<file path="config.mk">
export PLATFORM = sky130hd
export DESIGN_NAME = sd_controller
export DESIGN_NICKNAME = d
export VERILOG_FILES = /design/src/rtl/sd_pkg.sv /design/src/rtl/sd_crc7.sv /design/src/rtl/sd_cmd_tx.sv /design/src/rtl/sd_resp_rx.sv /design/src/rtl/sd_init_seq.sv /design/src/rtl/sd_controller.sv
export SDC_FILE = /design/constraint.sdc
export NUM_CORES = 1
export LEC_CHECK = 0
export BUFFER_PORTS_ARGS = -buffer_cell sky130_fd_sc_hd__buf_2
export CAP_MARGIN = 20
export CORE_ASPECT_RATIO = 0.7
export CORE_MARGIN = 2
export CORE_UTILIZATION = 35
export DETAILED_ROUTE_END_ITERATION = 10
export HOLD_SLACK_MARGIN = 0.06
export PLACE_DENSITY = 0.59
export SKIP_CTS_REPAIR_TIMING = 1
export SYNTH_ARGS = -nofsm -noshare
export SYNTH_HDL_FRONTEND = slang
export SYNTH_HIERARCHICAL = 1
export SYNTH_SLANG_ARGS = --single-unit
</file>
<file path="constraint.sdc">
create_clock -name clk_fast -period 12.33 [get_ports clk_fast]
set_input_delay 2.466 -clock clk_fast [delete_from_list [all_inputs] [get_ports clk_fast]]
set_output_delay 2.466 -clock clk_fast [all_outputs]
set_load 0.01 [all_outputs]
</file>
<file path="src/rtl/sd_pkg.sv">
`default_nettype none

package sd_pkg;

    // ======================================================================
    // Frame layout
    // ======================================================================

    localparam int SD_FRAME_BITS = 48;

    // Frame bits 47 down to 8 go through the CRC7
    localparam int SD_CRC_COVER_BITS = 40;

    // Start bit 47, index 45:40, CRC 7:1, end bit 0
    typedef logic [SD_FRAME_BITS-1:0] sd_frame_t;

    typedef logic [6:0] sd_crc7_t;

    typedef enum logic [1:0] {
        RESP_NONE = 2'b00,
        RESP_48   = 2'b01
    } sd_resp_type_e;

    // ======================================================================
    // Timing
    // ======================================================================

    // Cycles after CMD is released before the card side is sampled
    localparam int SD_TURNAROUND_CYCLES = 2;

    // Low-voltage power-up sequence, in microseconds
    localparam int INIT_PULSE_US          = 15;
    localparam int INIT_HOLD_US           = 5;
    localparam int INIT_FINISH_US_DEFAULT = 5500;

endpackage

`default_nettype wire

</file>
<file path="src/rtl/sd_crc7.sv">
`timescale 1ns/1ns
`default_nettype none

module sd_crc7 (
    input  wire              clk_fast,
    input  wire              init_resetPulse,
    input  wire              clear,
    input  wire              en,
    input  wire              din,
    output sd_pkg::sd_crc7_t crc
);

    // x^7 + x^3 + 1, the x^7 term is the bit shifted out of crc[6]
    localparam logic [6:0] POLY = 7'h09;

    logic feedback;

    assign feedback = din ^ crc[6];

    always_ff @(posedge clk_fast) begin
        if (init_resetPulse) begin
            crc <= '0;
        end else if (clear) begin
            crc <= '0;
        end else if (en) begin
            crc <= {crc[5:0], 1'b0} ^ (feedback ? POLY : 7'h00);
        end
    end

endmodule

`default_nettype wire

</file>
<file path="src/rtl/sd_cmd_tx.sv">
`timescale 1ns/1ns
`default_nettype none

module sd_cmd_tx (
    input  wire               clk_fast,
    input  wire               init_resetPulse,
    input  wire               cmd_trigger,
    input  wire sd_pkg::sd_frame_t cmd_data,
    output logic              cmd_out,
    output logic              cmd_oe,
    output logic              cmd_done,
    output logic              cmd_sent
);
    import sd_pkg::*;

    localparam int CNT_W = $clog2(SD_FRAME_BITS);
    localparam logic [CNT_W-1:0] LAST_BIT  = CNT_W'(SD_FRAME_BITS - 1);
    localparam logic [CNT_W-1:0] DONE_BIT  = CNT_W'(SD_FRAME_BITS - 2);
    localparam logic [CNT_W-1:0] CRC_FIRST = CNT_W'(SD_CRC_COVER_BITS);

    typedef enum logic [1:0] {
        ST_IDLE,
        ST_CLEAR,
        ST_SHIFT
    } tx_state_e;

    tx_state_e        state;
    logic             trigger_q;
    logic             trigger_pulse;
    sd_frame_t        shift_reg;
    logic [CNT_W-1:0] bit_cnt;
    logic             crc_phase;
    logic             crc_clear;
    logic             crc_en;
    logic             crc_din;
    sd_crc7_t         crc;

    assign trigger_pulse = cmd_trigger ^ trigger_q;

    // ======================================================================
    // Sequencing
    // ======================================================================

    always_ff @(posedge clk_fast) begin
        trigger_q <= cmd_trigger;
        if (init_resetPulse) begin
            state    <= ST_IDLE;
            bit_cnt  <= '0;
            cmd_done <= 1'b0;
        end else if (trigger_pulse) begin
            // Restart, even in the middle of a frame
            state <= ST_CLEAR;
        end else begin
            case (state)
                ST_CLEAR: begin
                    bit_cnt <= '0;
                    state   <= ST_SHIFT;
                end
                ST_SHIFT: begin
                    bit_cnt <= bit_cnt + 1'b1;
                    // Toggle lands in the last bit cycle
                    if (bit_cnt == DONE_BIT) begin
                        cmd_done <= ~cmd_done;
                    end
                    if (bit_cnt == LAST_BIT) begin
                        state <= ST_IDLE;
                    end
                end
                default: begin
                end
            endcase
        end
    end

    always_ff @(posedge clk_fast) begin
        if (state == ST_CLEAR) begin
            shift_reg <= cmd_data;
        end else if (state == ST_SHIFT) begin
            shift_reg <= shift_reg << 1;
        end
    end

    // ======================================================================
    // CRC insertion
    // ======================================================================

    assign cmd_oe    = (state == ST_SHIFT);
    assign crc_phase = (bit_cnt >= CRC_FIRST) && (bit_cnt < LAST_BIT);
    assign crc_clear = (state == ST_CLEAR);
    assign crc_en    = cmd_oe && (bit_cnt < LAST_BIT);

    // Feeding back crc[6] turns the CRC into a plain shifter for bits 7:1
    assign crc_din  = crc_phase ? crc[6] : shift_reg[SD_FRAME_BITS-1];
    assign cmd_out  = cmd_oe ? crc_din : 1'b1;
    assign cmd_sent = cmd_oe && (bit_cnt == LAST_BIT);

    sd_crc7 i_crc7 (
        .clk_fast        (clk_fast),
        .init_resetPulse (init_resetPulse),
        .clear           (crc_clear),
        .en              (crc_en),
        .din             (crc_din),
        .crc             (crc)
    );

endmodule

`default_nettype wire

</file>
<file path="src/rtl/sd_resp_rx.sv">
`timescale 1ns/1ns
`default_nettype none

module sd_resp_rx (
    input  wire                        clk_fast,
    input  wire                        init_resetPulse,
    input  wire                        cmd_sent,
    input  wire                        cmd_oe,
    input  wire sd_pkg::sd_resp_type_e cmd_resp_type,
    input  wire                        cmd_in,
    output sd_pkg::sd_frame_t          resp_data,
    output logic                       resp_done,
    output logic                       resp_crc_err
);
    import sd_pkg::*;

    localparam int CNT_W = $clog2(SD_FRAME_BITS);
    localparam logic [CNT_W-1:0] LAST_BIT  = CNT_W'(SD_FRAME_BITS - 1);
    localparam logic [CNT_W-1:0] COVER_END = CNT_W'(SD_CRC_COVER_BITS);

    typedef enum logic [1:0] {
        ST_IDLE,
        ST_SEARCH,
        ST_CAPTURE,
        ST_CHECK
    } rx_state_e;

    rx_state_e                       state;
    logic [SD_TURNAROUND_CYCLES-1:0] oe_hist;
    logic                            line;
    logic                            start_seen;
    sd_frame_t                       shift_reg;
    logic [CNT_W-1:0]                bit_cnt;
    logic                            crc_clear;
    logic                            crc_en;
    sd_crc7_t                        crc;

    // ======================================================================
    // Line turnaround
    // ======================================================================

    // CMD reads as idle while we drive it and for a short time afterwards
    assign line = (cmd_oe || (|oe_hist)) ? 1'b1 : cmd_in;

    assign start_seen = (state == ST_SEARCH) && !line;

    // Held clear while searching, so the start bit enters a fresh CRC
    assign crc_clear = (state == ST_SEARCH) && line;
    assign crc_en    = start_seen || ((state == ST_CAPTURE) && (bit_cnt < COVER_END));

    // ======================================================================
    // Receive FSM
    // ======================================================================

    always_ff @(posedge clk_fast) begin
        if (init_resetPulse) begin
            state        <= ST_IDLE;
            oe_hist      <= '0;
            bit_cnt      <= '0;
            resp_done    <= 1'b0;
            resp_crc_err <= 1'b0;
            resp_data    <= '0;
        end else begin
            oe_hist <= (oe_hist << 1) | SD_TURNAROUND_CYCLES'(cmd_oe);
            if (cmd_sent) begin
                // Arms or aborts, depending on what the command expects
                if (cmd_resp_type == RESP_48) begin
                    state <= ST_SEARCH;
                end else begin
                    state <= ST_IDLE;
                end
            end else begin
                case (state)
                    ST_SEARCH: begin
                        if (!line) begin
                            bit_cnt <= CNT_W'(1);
                            state   <= ST_CAPTURE;
                        end
                    end
                    ST_CAPTURE: begin
                        bit_cnt <= bit_cnt + 1'b1;
                        if (bit_cnt == LAST_BIT) begin
                            state <= ST_CHECK;
                        end
                    end
                    ST_CHECK: begin
                        resp_data    <= shift_reg;
                        // Bad CRC field or a missing end bit
                        resp_crc_err <= (shift_reg[7:1] != crc) || !shift_reg[0];
                        resp_done    <= ~resp_done;
                        state        <= ST_IDLE;
                    end
                    default: begin
                    end
                endcase
            end
        end
    end

    always_ff @(posedge clk_fast) begin
        if (start_seen || (state == ST_CAPTURE)) begin
            shift_reg <= {shift_reg[SD_FRAME_BITS-2:0], line};
        end
    end

    sd_crc7 i_crc7 (
        .clk_fast        (clk_fast),
        .init_resetPulse (init_resetPulse),
        .clear           (crc_clear),
        .en              (crc_en),
        .din             (line),
        .crc             (crc)
    );

endmodule

`default_nettype wire

</file>
<file path="src/rtl/sd_init_seq.sv">
`timescale 1ns/1ns
`default_nettype none

module sd_init_seq #(
    parameter int INIT_PULSE_CYCLES  = 15,
    parameter int INIT_HOLD_CYCLES   = 5,
    parameter int INIT_FINISH_CYCLES = 10
) (
    input  wire  clk_fast,
    input  wire  init_resetPulse,
    input  wire  init_trigger,
    output logic sd_clk_en,
    output logic drive_lines,
    output logic init_done
);

    localparam int MAX_PH = (INIT_PULSE_CYCLES > INIT_HOLD_CYCLES) ?
                            INIT_PULSE_CYCLES : INIT_HOLD_CYCLES;
    localparam int MAX_CYCLES = (INIT_FINISH_CYCLES > MAX_PH) ? INIT_FINISH_CYCLES : MAX_PH;
    localparam int CNT_W = $clog2(MAX_CYCLES + 1);

    // Counter runs down to zero, so each phase loads its length minus one
    localparam logic [CNT_W-1:0] PULSE_LOAD  = CNT_W'(INIT_PULSE_CYCLES - 1);
    localparam logic [CNT_W-1:0] HOLD_LOAD   = CNT_W'(INIT_HOLD_CYCLES - 1);
    localparam logic [CNT_W-1:0] FINISH_LOAD = CNT_W'(INIT_FINISH_CYCLES - 1);

    typedef enum logic [1:0] {
        ST_WAIT,
        ST_PULSE,
        ST_HOLD,
        ST_RELEASE
    } init_state_e;

    init_state_e      state;
    logic [CNT_W-1:0] delay_cnt;
    logic             trigger_q;
    logic             trigger_pulse;

    assign trigger_pulse = init_trigger ^ trigger_q;

    always_ff @(posedge clk_fast) begin
        trigger_q <= init_trigger;
        if (init_resetPulse) begin
            state     <= ST_WAIT;
            delay_cnt <= '0;
            init_done <= 1'b0;
        end else if (trigger_pulse) begin
            state     <= ST_PULSE;
            delay_cnt <= PULSE_LOAD;
            init_done <= 1'b0;
        end else begin
            case (state)
                ST_PULSE: begin
                    if (delay_cnt == '0) begin
                        state     <= ST_HOLD;
                        delay_cnt <= HOLD_LOAD;
                    end else begin
                        delay_cnt <= delay_cnt - 1'b1;
                    end
                end
                ST_HOLD: begin
                    if (delay_cnt == '0) begin
                        state     <= ST_RELEASE;
                        delay_cnt <= FINISH_LOAD;
                    end else begin
                        delay_cnt <= delay_cnt - 1'b1;
                    end
                end
                // Lines released, card settling
                ST_RELEASE: begin
                    if (delay_cnt == '0) begin
                        state     <= ST_WAIT;
                        init_done <= 1'b1;
                    end else begin
                        delay_cnt <= delay_cnt - 1'b1;
                    end
                end
                default: begin
                end
            endcase
        end
    end

    // Single long clock pulse, then free running clock once ready
    assign sd_clk_en   = (state == ST_PULSE) || init_done;
    assign drive_lines = (state == ST_PULSE) || (state == ST_HOLD);

endmodule

`default_nettype wire

</file>
<file path="src/rtl/sd_controller.sv">
`timescale 1ns/1ns
`default_nettype none

module sd_controller #(
    parameter int CLK_FREQ_HZ    = 120_000_000,
    parameter int INIT_FINISH_US = sd_pkg::INIT_FINISH_US_DEFAULT
) (
    input  wire                        clk_fast,
    input  wire                        init_resetPulse,
    input  wire                        init_trigger,
    input  wire                        cmd_trigger,
    input  wire sd_pkg::sd_frame_t     cmd_data,
    input  wire sd_pkg::sd_resp_type_e cmd_resp_type,
    input  wire                        cmd_in,
    output logic                       sd_clk_en,
    output logic                       cmd_out,
    output logic                       cmd_oe,
    output logic                       dat_oe,
    output logic                       init_done,
    output logic                       cmd_done,
    output logic                       resp_done,
    output sd_pkg::sd_frame_t          resp_data,
    output logic                       resp_crc_err
);
    import sd_pkg::*;

    // Microseconds to clk_fast cycles, rounded up
    function automatic int us_to_cycles(input longint us);
        longint cycles;
        cycles = (us * CLK_FREQ_HZ + 999_999) / 1_000_000;
        return int'(cycles);
    endfunction

    localparam int INIT_PULSE_CYCLES  = us_to_cycles(INIT_PULSE_US);
    localparam int INIT_HOLD_CYCLES   = us_to_cycles(INIT_HOLD_US);
    localparam int INIT_FINISH_CYCLES = us_to_cycles(INIT_FINISH_US);

    logic drive_lines;
    logic tx_cmd_out;
    logic tx_cmd_oe;
    logic cmd_sent;

    sd_init_seq #(
        .INIT_PULSE_CYCLES  (INIT_PULSE_CYCLES),
        .INIT_HOLD_CYCLES   (INIT_HOLD_CYCLES),
        .INIT_FINISH_CYCLES (INIT_FINISH_CYCLES)
    ) i_init_seq (
        .clk_fast        (clk_fast),
        .init_resetPulse (init_resetPulse),
        .init_trigger    (init_trigger),
        .sd_clk_en       (sd_clk_en),
        .drive_lines     (drive_lines),
        .init_done       (init_done)
    );

    sd_cmd_tx i_cmd_tx (
        .clk_fast        (clk_fast),
        .init_resetPulse (init_resetPulse),
        .cmd_trigger     (cmd_trigger),
        .cmd_data        (cmd_data),
        .cmd_out         (tx_cmd_out),
        .cmd_oe          (tx_cmd_oe),
        .cmd_done        (cmd_done),
        .cmd_sent        (cmd_sent)
    );

    sd_resp_rx i_resp_rx (
        .clk_fast        (clk_fast),
        .init_resetPulse (init_resetPulse),
        .cmd_sent        (cmd_sent),
        .cmd_oe          (cmd_oe),
        .cmd_resp_type   (cmd_resp_type),
        .cmd_in          (cmd_in),
        .resp_data       (resp_data),
        .resp_done       (resp_done),
        .resp_crc_err    (resp_crc_err)
    );

    // ======================================================================
    // Pin muxing
    // ======================================================================

    // Init sequence owns CMD and DAT while it holds them low
    assign cmd_oe  = drive_lines || tx_cmd_oe;
    assign cmd_out = drive_lines ? 1'b0 : tx_cmd_out;
    assign dat_oe  = drive_lines;

endmodule

`default_nettype wire

</file>
==> metrics, run 1 <==
vias in the first global route=5471; final wirelength=17.36 mm; Slew @ Worst Pin=0.9942 ns; synthesized area per cell=11.33 µm²; headroom to the max-slew limit=33.11%; crit share post-route=35.89%; clk slew on worst S/H paths=0.06 ns; slowest stage delay, CP=0.41 ns; CTS tree=built; Total Power=1527 µW; cell taking the most area after synthesis=edfxtp_1; Synth cell types=67; Routability Congestion=0.8324; crit end category=output pin; placed wire-length estimate=11.09 mm; Sinks on Clock Net=204; crit-path most repeated cell=inv_1; Core Util, Final=42.04%; Die Span Y=133.3 µm; Max Fclk=226.0 MHz; # rows=47; RSZ-0062 raised after global routing=false; Worst Path Required=9.86 ns; max cap viols=0; Syn. warnings=6; total number of vias=5810; Initial DRC Count=274; crit path max-delay cell type=dfxtp_1; Syn Inst Count=738; DR DRC count=0; Fin Setup TNS=0 ns; Die X=188.7 µm; Post-synth EDFFs=96; Syn Std Cell Area=8361 µm²; Via density=4.953; die area=25160 µm²; syn_nets=805; GR Util All Layers=13.76%; status=finished, final reports clean; CTS buffer count=22; final hold violations=0; hold crit path type=reg -> reg; Synth top area share=34.48%; hold slack final=0.4468 ns; NumNets Final=907; count of input and output buffers=110; post-synthesis sequential area ratio=60.34%; skew final=0.009513 ns; Routed Antenna Nets=0; min cycle time layout=4.425 ns; Power Density=154.4 nW/µm²; Area contributors post-synth=edfxtp_1, dfxtp_1, mux2_2; largest net degree at the start of global routing=54; num ports=111; clk_lat worst skew=0.50 ns; #FFs+latches synth=204; Slew Limit Fails=0; Critical Path Fanout Max=7; most common cell in the netlist=nand2_1; P_leak=0.003612 µW; Fill cells=2245; top post-synthesis cells by count=nand2_1, dfxtp_1, edfxtp_1; Setup crit start kind=flop; Async SR Flop Fraction=0%; antenna violations before repair=0; worst path cell trace=inv_1 > ha_1 > inv_1 > and2b_2 > buf_2; Ant. Diodes=0; gr ovfl total=0; CTS max path bufs=3; root buf cell=clkbuf_16; predominant post-synthesis flop cell=dfxtp_1; CP arrival=1.96 ns; Layout area overhead=18.27%; layout cells sized above 1=25.85%; Core ar.=23520 µm²; Final setup viols=0; global-route wire length before repair=28.39 mm; worst vdd ir=0.07463 mV; Starting Density=35.54%; drt wl/cell=14.80 µm; CTS H-tree lvls=1; DRT Pass-1 Iters=5; CP Class=reg -> out
-- logic make-up (layout without fill, tap and decap cells) --
kind of cell | Yosys count | after routing | synth area share (%)
adders and majority gates | 12 | 12 | 1.796
buffers and inverters | 56 | 173 | 2.814
muxes | 57 | 57 | 7.528
xor gates and xnor gates | 13 | 13 | 1.362
AOI/OAI and AO/OA | 150 | 150 | 11.10
DFF | 204 | 204 | 60.34
and+or+nand+nor | 246 | 246 | 15.06
-- stage by stage --
step,cells,setup WS (ns),instance area (µm²)
final,1173,7.905,9888
after global routing,1173,7.782,9888
after CTS,1172,7.895,9868
after detailed placement,1133,7.873,9196
after global placement,1133,7.914,9196
after floorplan,738,6.985,8361
-- final cells by class --
type	instances	area (µm²)	share of cell area, %
Clock buffer	26	596.8	6.036
Clock inverter	13	75.07	0.7592
Inverter	17	63.81	0.6453
Multi-Input combinational cell	478	3094	31.29
Sequential cell	204	5045	51.02
Tap cell	318	397.9	4.024
Timing Repair Buffer	117	615.6	6.225
-- critical path, delay by kind of cell (launching register included) --
kind	cells	cell delay, ns
adders and majority gates	1	0.36
buffers and inverters	3	0.45
DFF	1	0.41
and+or+nand+nor	1	0.25
-- worst paths after layout --
path	startpoint	end	slack, ns	cells past startpoint
worst min-delay path	i_resp_rx/shift_reg[26]	i_resp_rx/shift_reg[27]	0.45	0
worst max register to register	i_init_seq/state[0]	i_resp_rx/shift_reg[19]	9.08	8
worst min register to register	i_resp_rx/shift_reg[26]	i_resp_rx/shift_reg[27]	0.45	0
worst max-delay path	i_init_seq/state[0]	cmd_out	7.90	5
-- cell usage in the layout (no fill, tap or decap), drive strengths merged, types with 8 or more instances in the layout --
cell type / synthesis / final
buf: 14 / 117
nand2: 112 / 112
dfxtp: 108 / 108
edfxtp: 96 / 96
a21oi: 75 / 75
mux2: 47 / 47
nor2: 28 / 28
clkbuf: 25 / 26
inv: 17 / 19
nor3: 15 / 15
o21ai: 15 / 15
or4: 13 / 13
nand3: 12 / 12
ha: 12 / 12
xnor2: 11 / 11
mux2i: 10 / 10
or3: 10 / 10
clkinv: 0 / 10
o31ai: 9 / 9
a211oi: 8 / 8
-- report_power, final --
part           internal, µW  switching [µW]  total, µW  leakage (µW)
clock                   347             265        613      0.000334
combinational          64.0            89.3        153       0.00151
sequential              747            13.9        761       0.00176
total                  1160             369       1530       0.00361
-- metal layers --
layer | share of wire, % | track usage [%]
met4 | 2.1 | 4.297
met5 | 0 | 0
met3 | 4.2 | 2.529
met1 | 52 | 20.72
met2 | 41 | 19.96
Power figures use the tool's default switching activity.
==> inputs of run 2 (changes only) <==
Clock period 12.33 ns to 4.3 ns, I/O delays scaled along.
==> run 2 against run 1 <==
  * Via count grew 0.28%
  * First-iteration DRC count increased by 25%
  * Register-to-register slack lost 8.0 ns
  * Global-route usage up 0.13 points
  * Critical path type is now reg -> reg
  * Clock power increased to 3.2 times the previous value
  * Sequential share of layout area is 0.50 points lower
  * Clock skew rose by 0.014 ns
  * Critical endpoint is now i_resp_rx/shift_reg[41]
  * Non-clock buffer count is the same
==> metrics, run 2 (same netlist as run 1, synthesis figures left out) <==
CP arrival=3.43 ns; headroom to the max-slew limit=29.70%; max cap viols=0; Fin Setup TNS=0 ns; Core Util, Final=42.45%; Critical Path Fanout Max=26; crit share post-route=75.52%; DR DRC count=0; most frequent cells in the layout=nand2_1, buf_2, dfxtp_1, edfxtp_1, a21oi_1; Worst Path Required=4.48 ns; vias in the first global route=5673; Power Density=462.4 nW/µm²; Setup crit start kind=flop; gr ovfl total=0; CTS buffer count=22; RSZ-0062 raised after global routing=false; num ports=111; CP Class=reg -> reg; Slew @ Worst Pin=1.053 ns; hold crit path type=reg -> reg; CTS max path bufs=3; # rows=47; Slew Limit Fails=0; Starting Density=35.54%; Core ar.=23520 µm²; Routability Congestion=0.8486; P_leak=0.003655 µW; global-route wire length before repair=28.88 mm; antenna violations before repair=0; crit end category=flop; CTS tree=built; Layout area overhead=19.44%; layout cells sized above 1=26.29%; Die Span Y=133.3 µm; drt wl/cell=14.90 µm; Max Fclk=307.9 MHz; worst vdd ir=0.2115 mV; final hold violations=0; hold path startpoint=i_resp_rx/shift_reg[0]; min cycle time layout=3.247 ns; clk_lat worst skew=0.50 ns; clk slew on worst S/H paths=0.06 ns; most common cell after layout, fill and taps aside=nand2_1; NumNets Final=907; Via density=4.963; Final setup viols=0; placed wire-length estimate=11.45 mm; Initial DRC Count=343; CTS H-tree lvls=1; Ant. Diodes=0; hold slack final=0.4364 ns; root buf cell=clkbuf_16; die area=25160 µm²; largest net degree at the start of global routing=52; total number of vias=5826; GR Util All Layers=13.89%; skew final=0.02376 ns; Die X=188.7 µm; DRT Pass-1 Iters=5; Routed Antenna Nets=0; Sinks on Clock Net=204; status=finished, final reports clean; Setup crit start=i_init_seq/state[0]; R2R Path Start=i_init_seq/state[0]; count of input and output buffers=110; final wirelength=17.49 mm
run 2: cell types whose count changed in the layout (fill, tap and decap cells not counted), moves of 2 or more:
cell / before / now
bufinv_16: 0 / 2
clkinv_2: 6 / 4
clkinv_1: 3 / 0
clkbuf_16: 23 / 25
run 2: routing by layer:
layer,share of wire (%),track usage [%],vias up
met3,3.9,2.371,26
met2,42,20.57,102
met4,2.0,3.255,0
met5,0,0,-
li1,-,-,2900
met1,52,21.07,2798
run 2: worst max-delay path, stage by stage, from the launching register on:
cell	delay, ns
dfxtp_1	0.41
inv_1	0.06
ha_1	0.36
inv_1	0.15
or2_1	0.27
or4_1	0.65
nand2b_1	0.27
o21ai_4	0.32
buf_4	0.42
run 2: per-stage QoR:
step	instance area [µm²]	power (µW)	setup WS [ns]	std cells
after CTS	9986	4670	1.026	1174
after global routing	9986	4801	0.8132	1174
after floorplan	8361	2542	0.3930	738
final	9986	4617	1.053	1174
after detailed placement	9204	2661	1.024	1134
after global placement	9204	2655	1.154	1134
run 2: final timing paths:
kind / to / slack [ns] / cells past startpoint
setup / recovery: i_resp_rx/shift_reg[41] / 1.05 / 8
hold reg to reg: i_resp_rx/shift_reg[1] / 0.44 / 0
setup reg to reg: i_resp_rx/shift_reg[41] / 1.05 / 8
hold / removal: i_resp_rx/shift_reg[1] / 0.44 / 0
run 2: area by class of cell:
type | count | area, µm²
timing repair buffer | 117 | 603.1
clock inverter | 11 | 121.4
clock buffer | 29 | 660.6
fill | 2263 | 13540
sequential | 204 | 5045
multi-input combinational | 478 | 3094
inverter | 17 | 63.81
tap | 318 | 397.9
run 2: power by group:
group	leakage, µW	internal [µW]	switching [µW]
Clock	0.000382	1210	782
Combinational	0.00151	179	261
Sequential	0.00176	2140	41.1
Total	0.00365	3530	1080
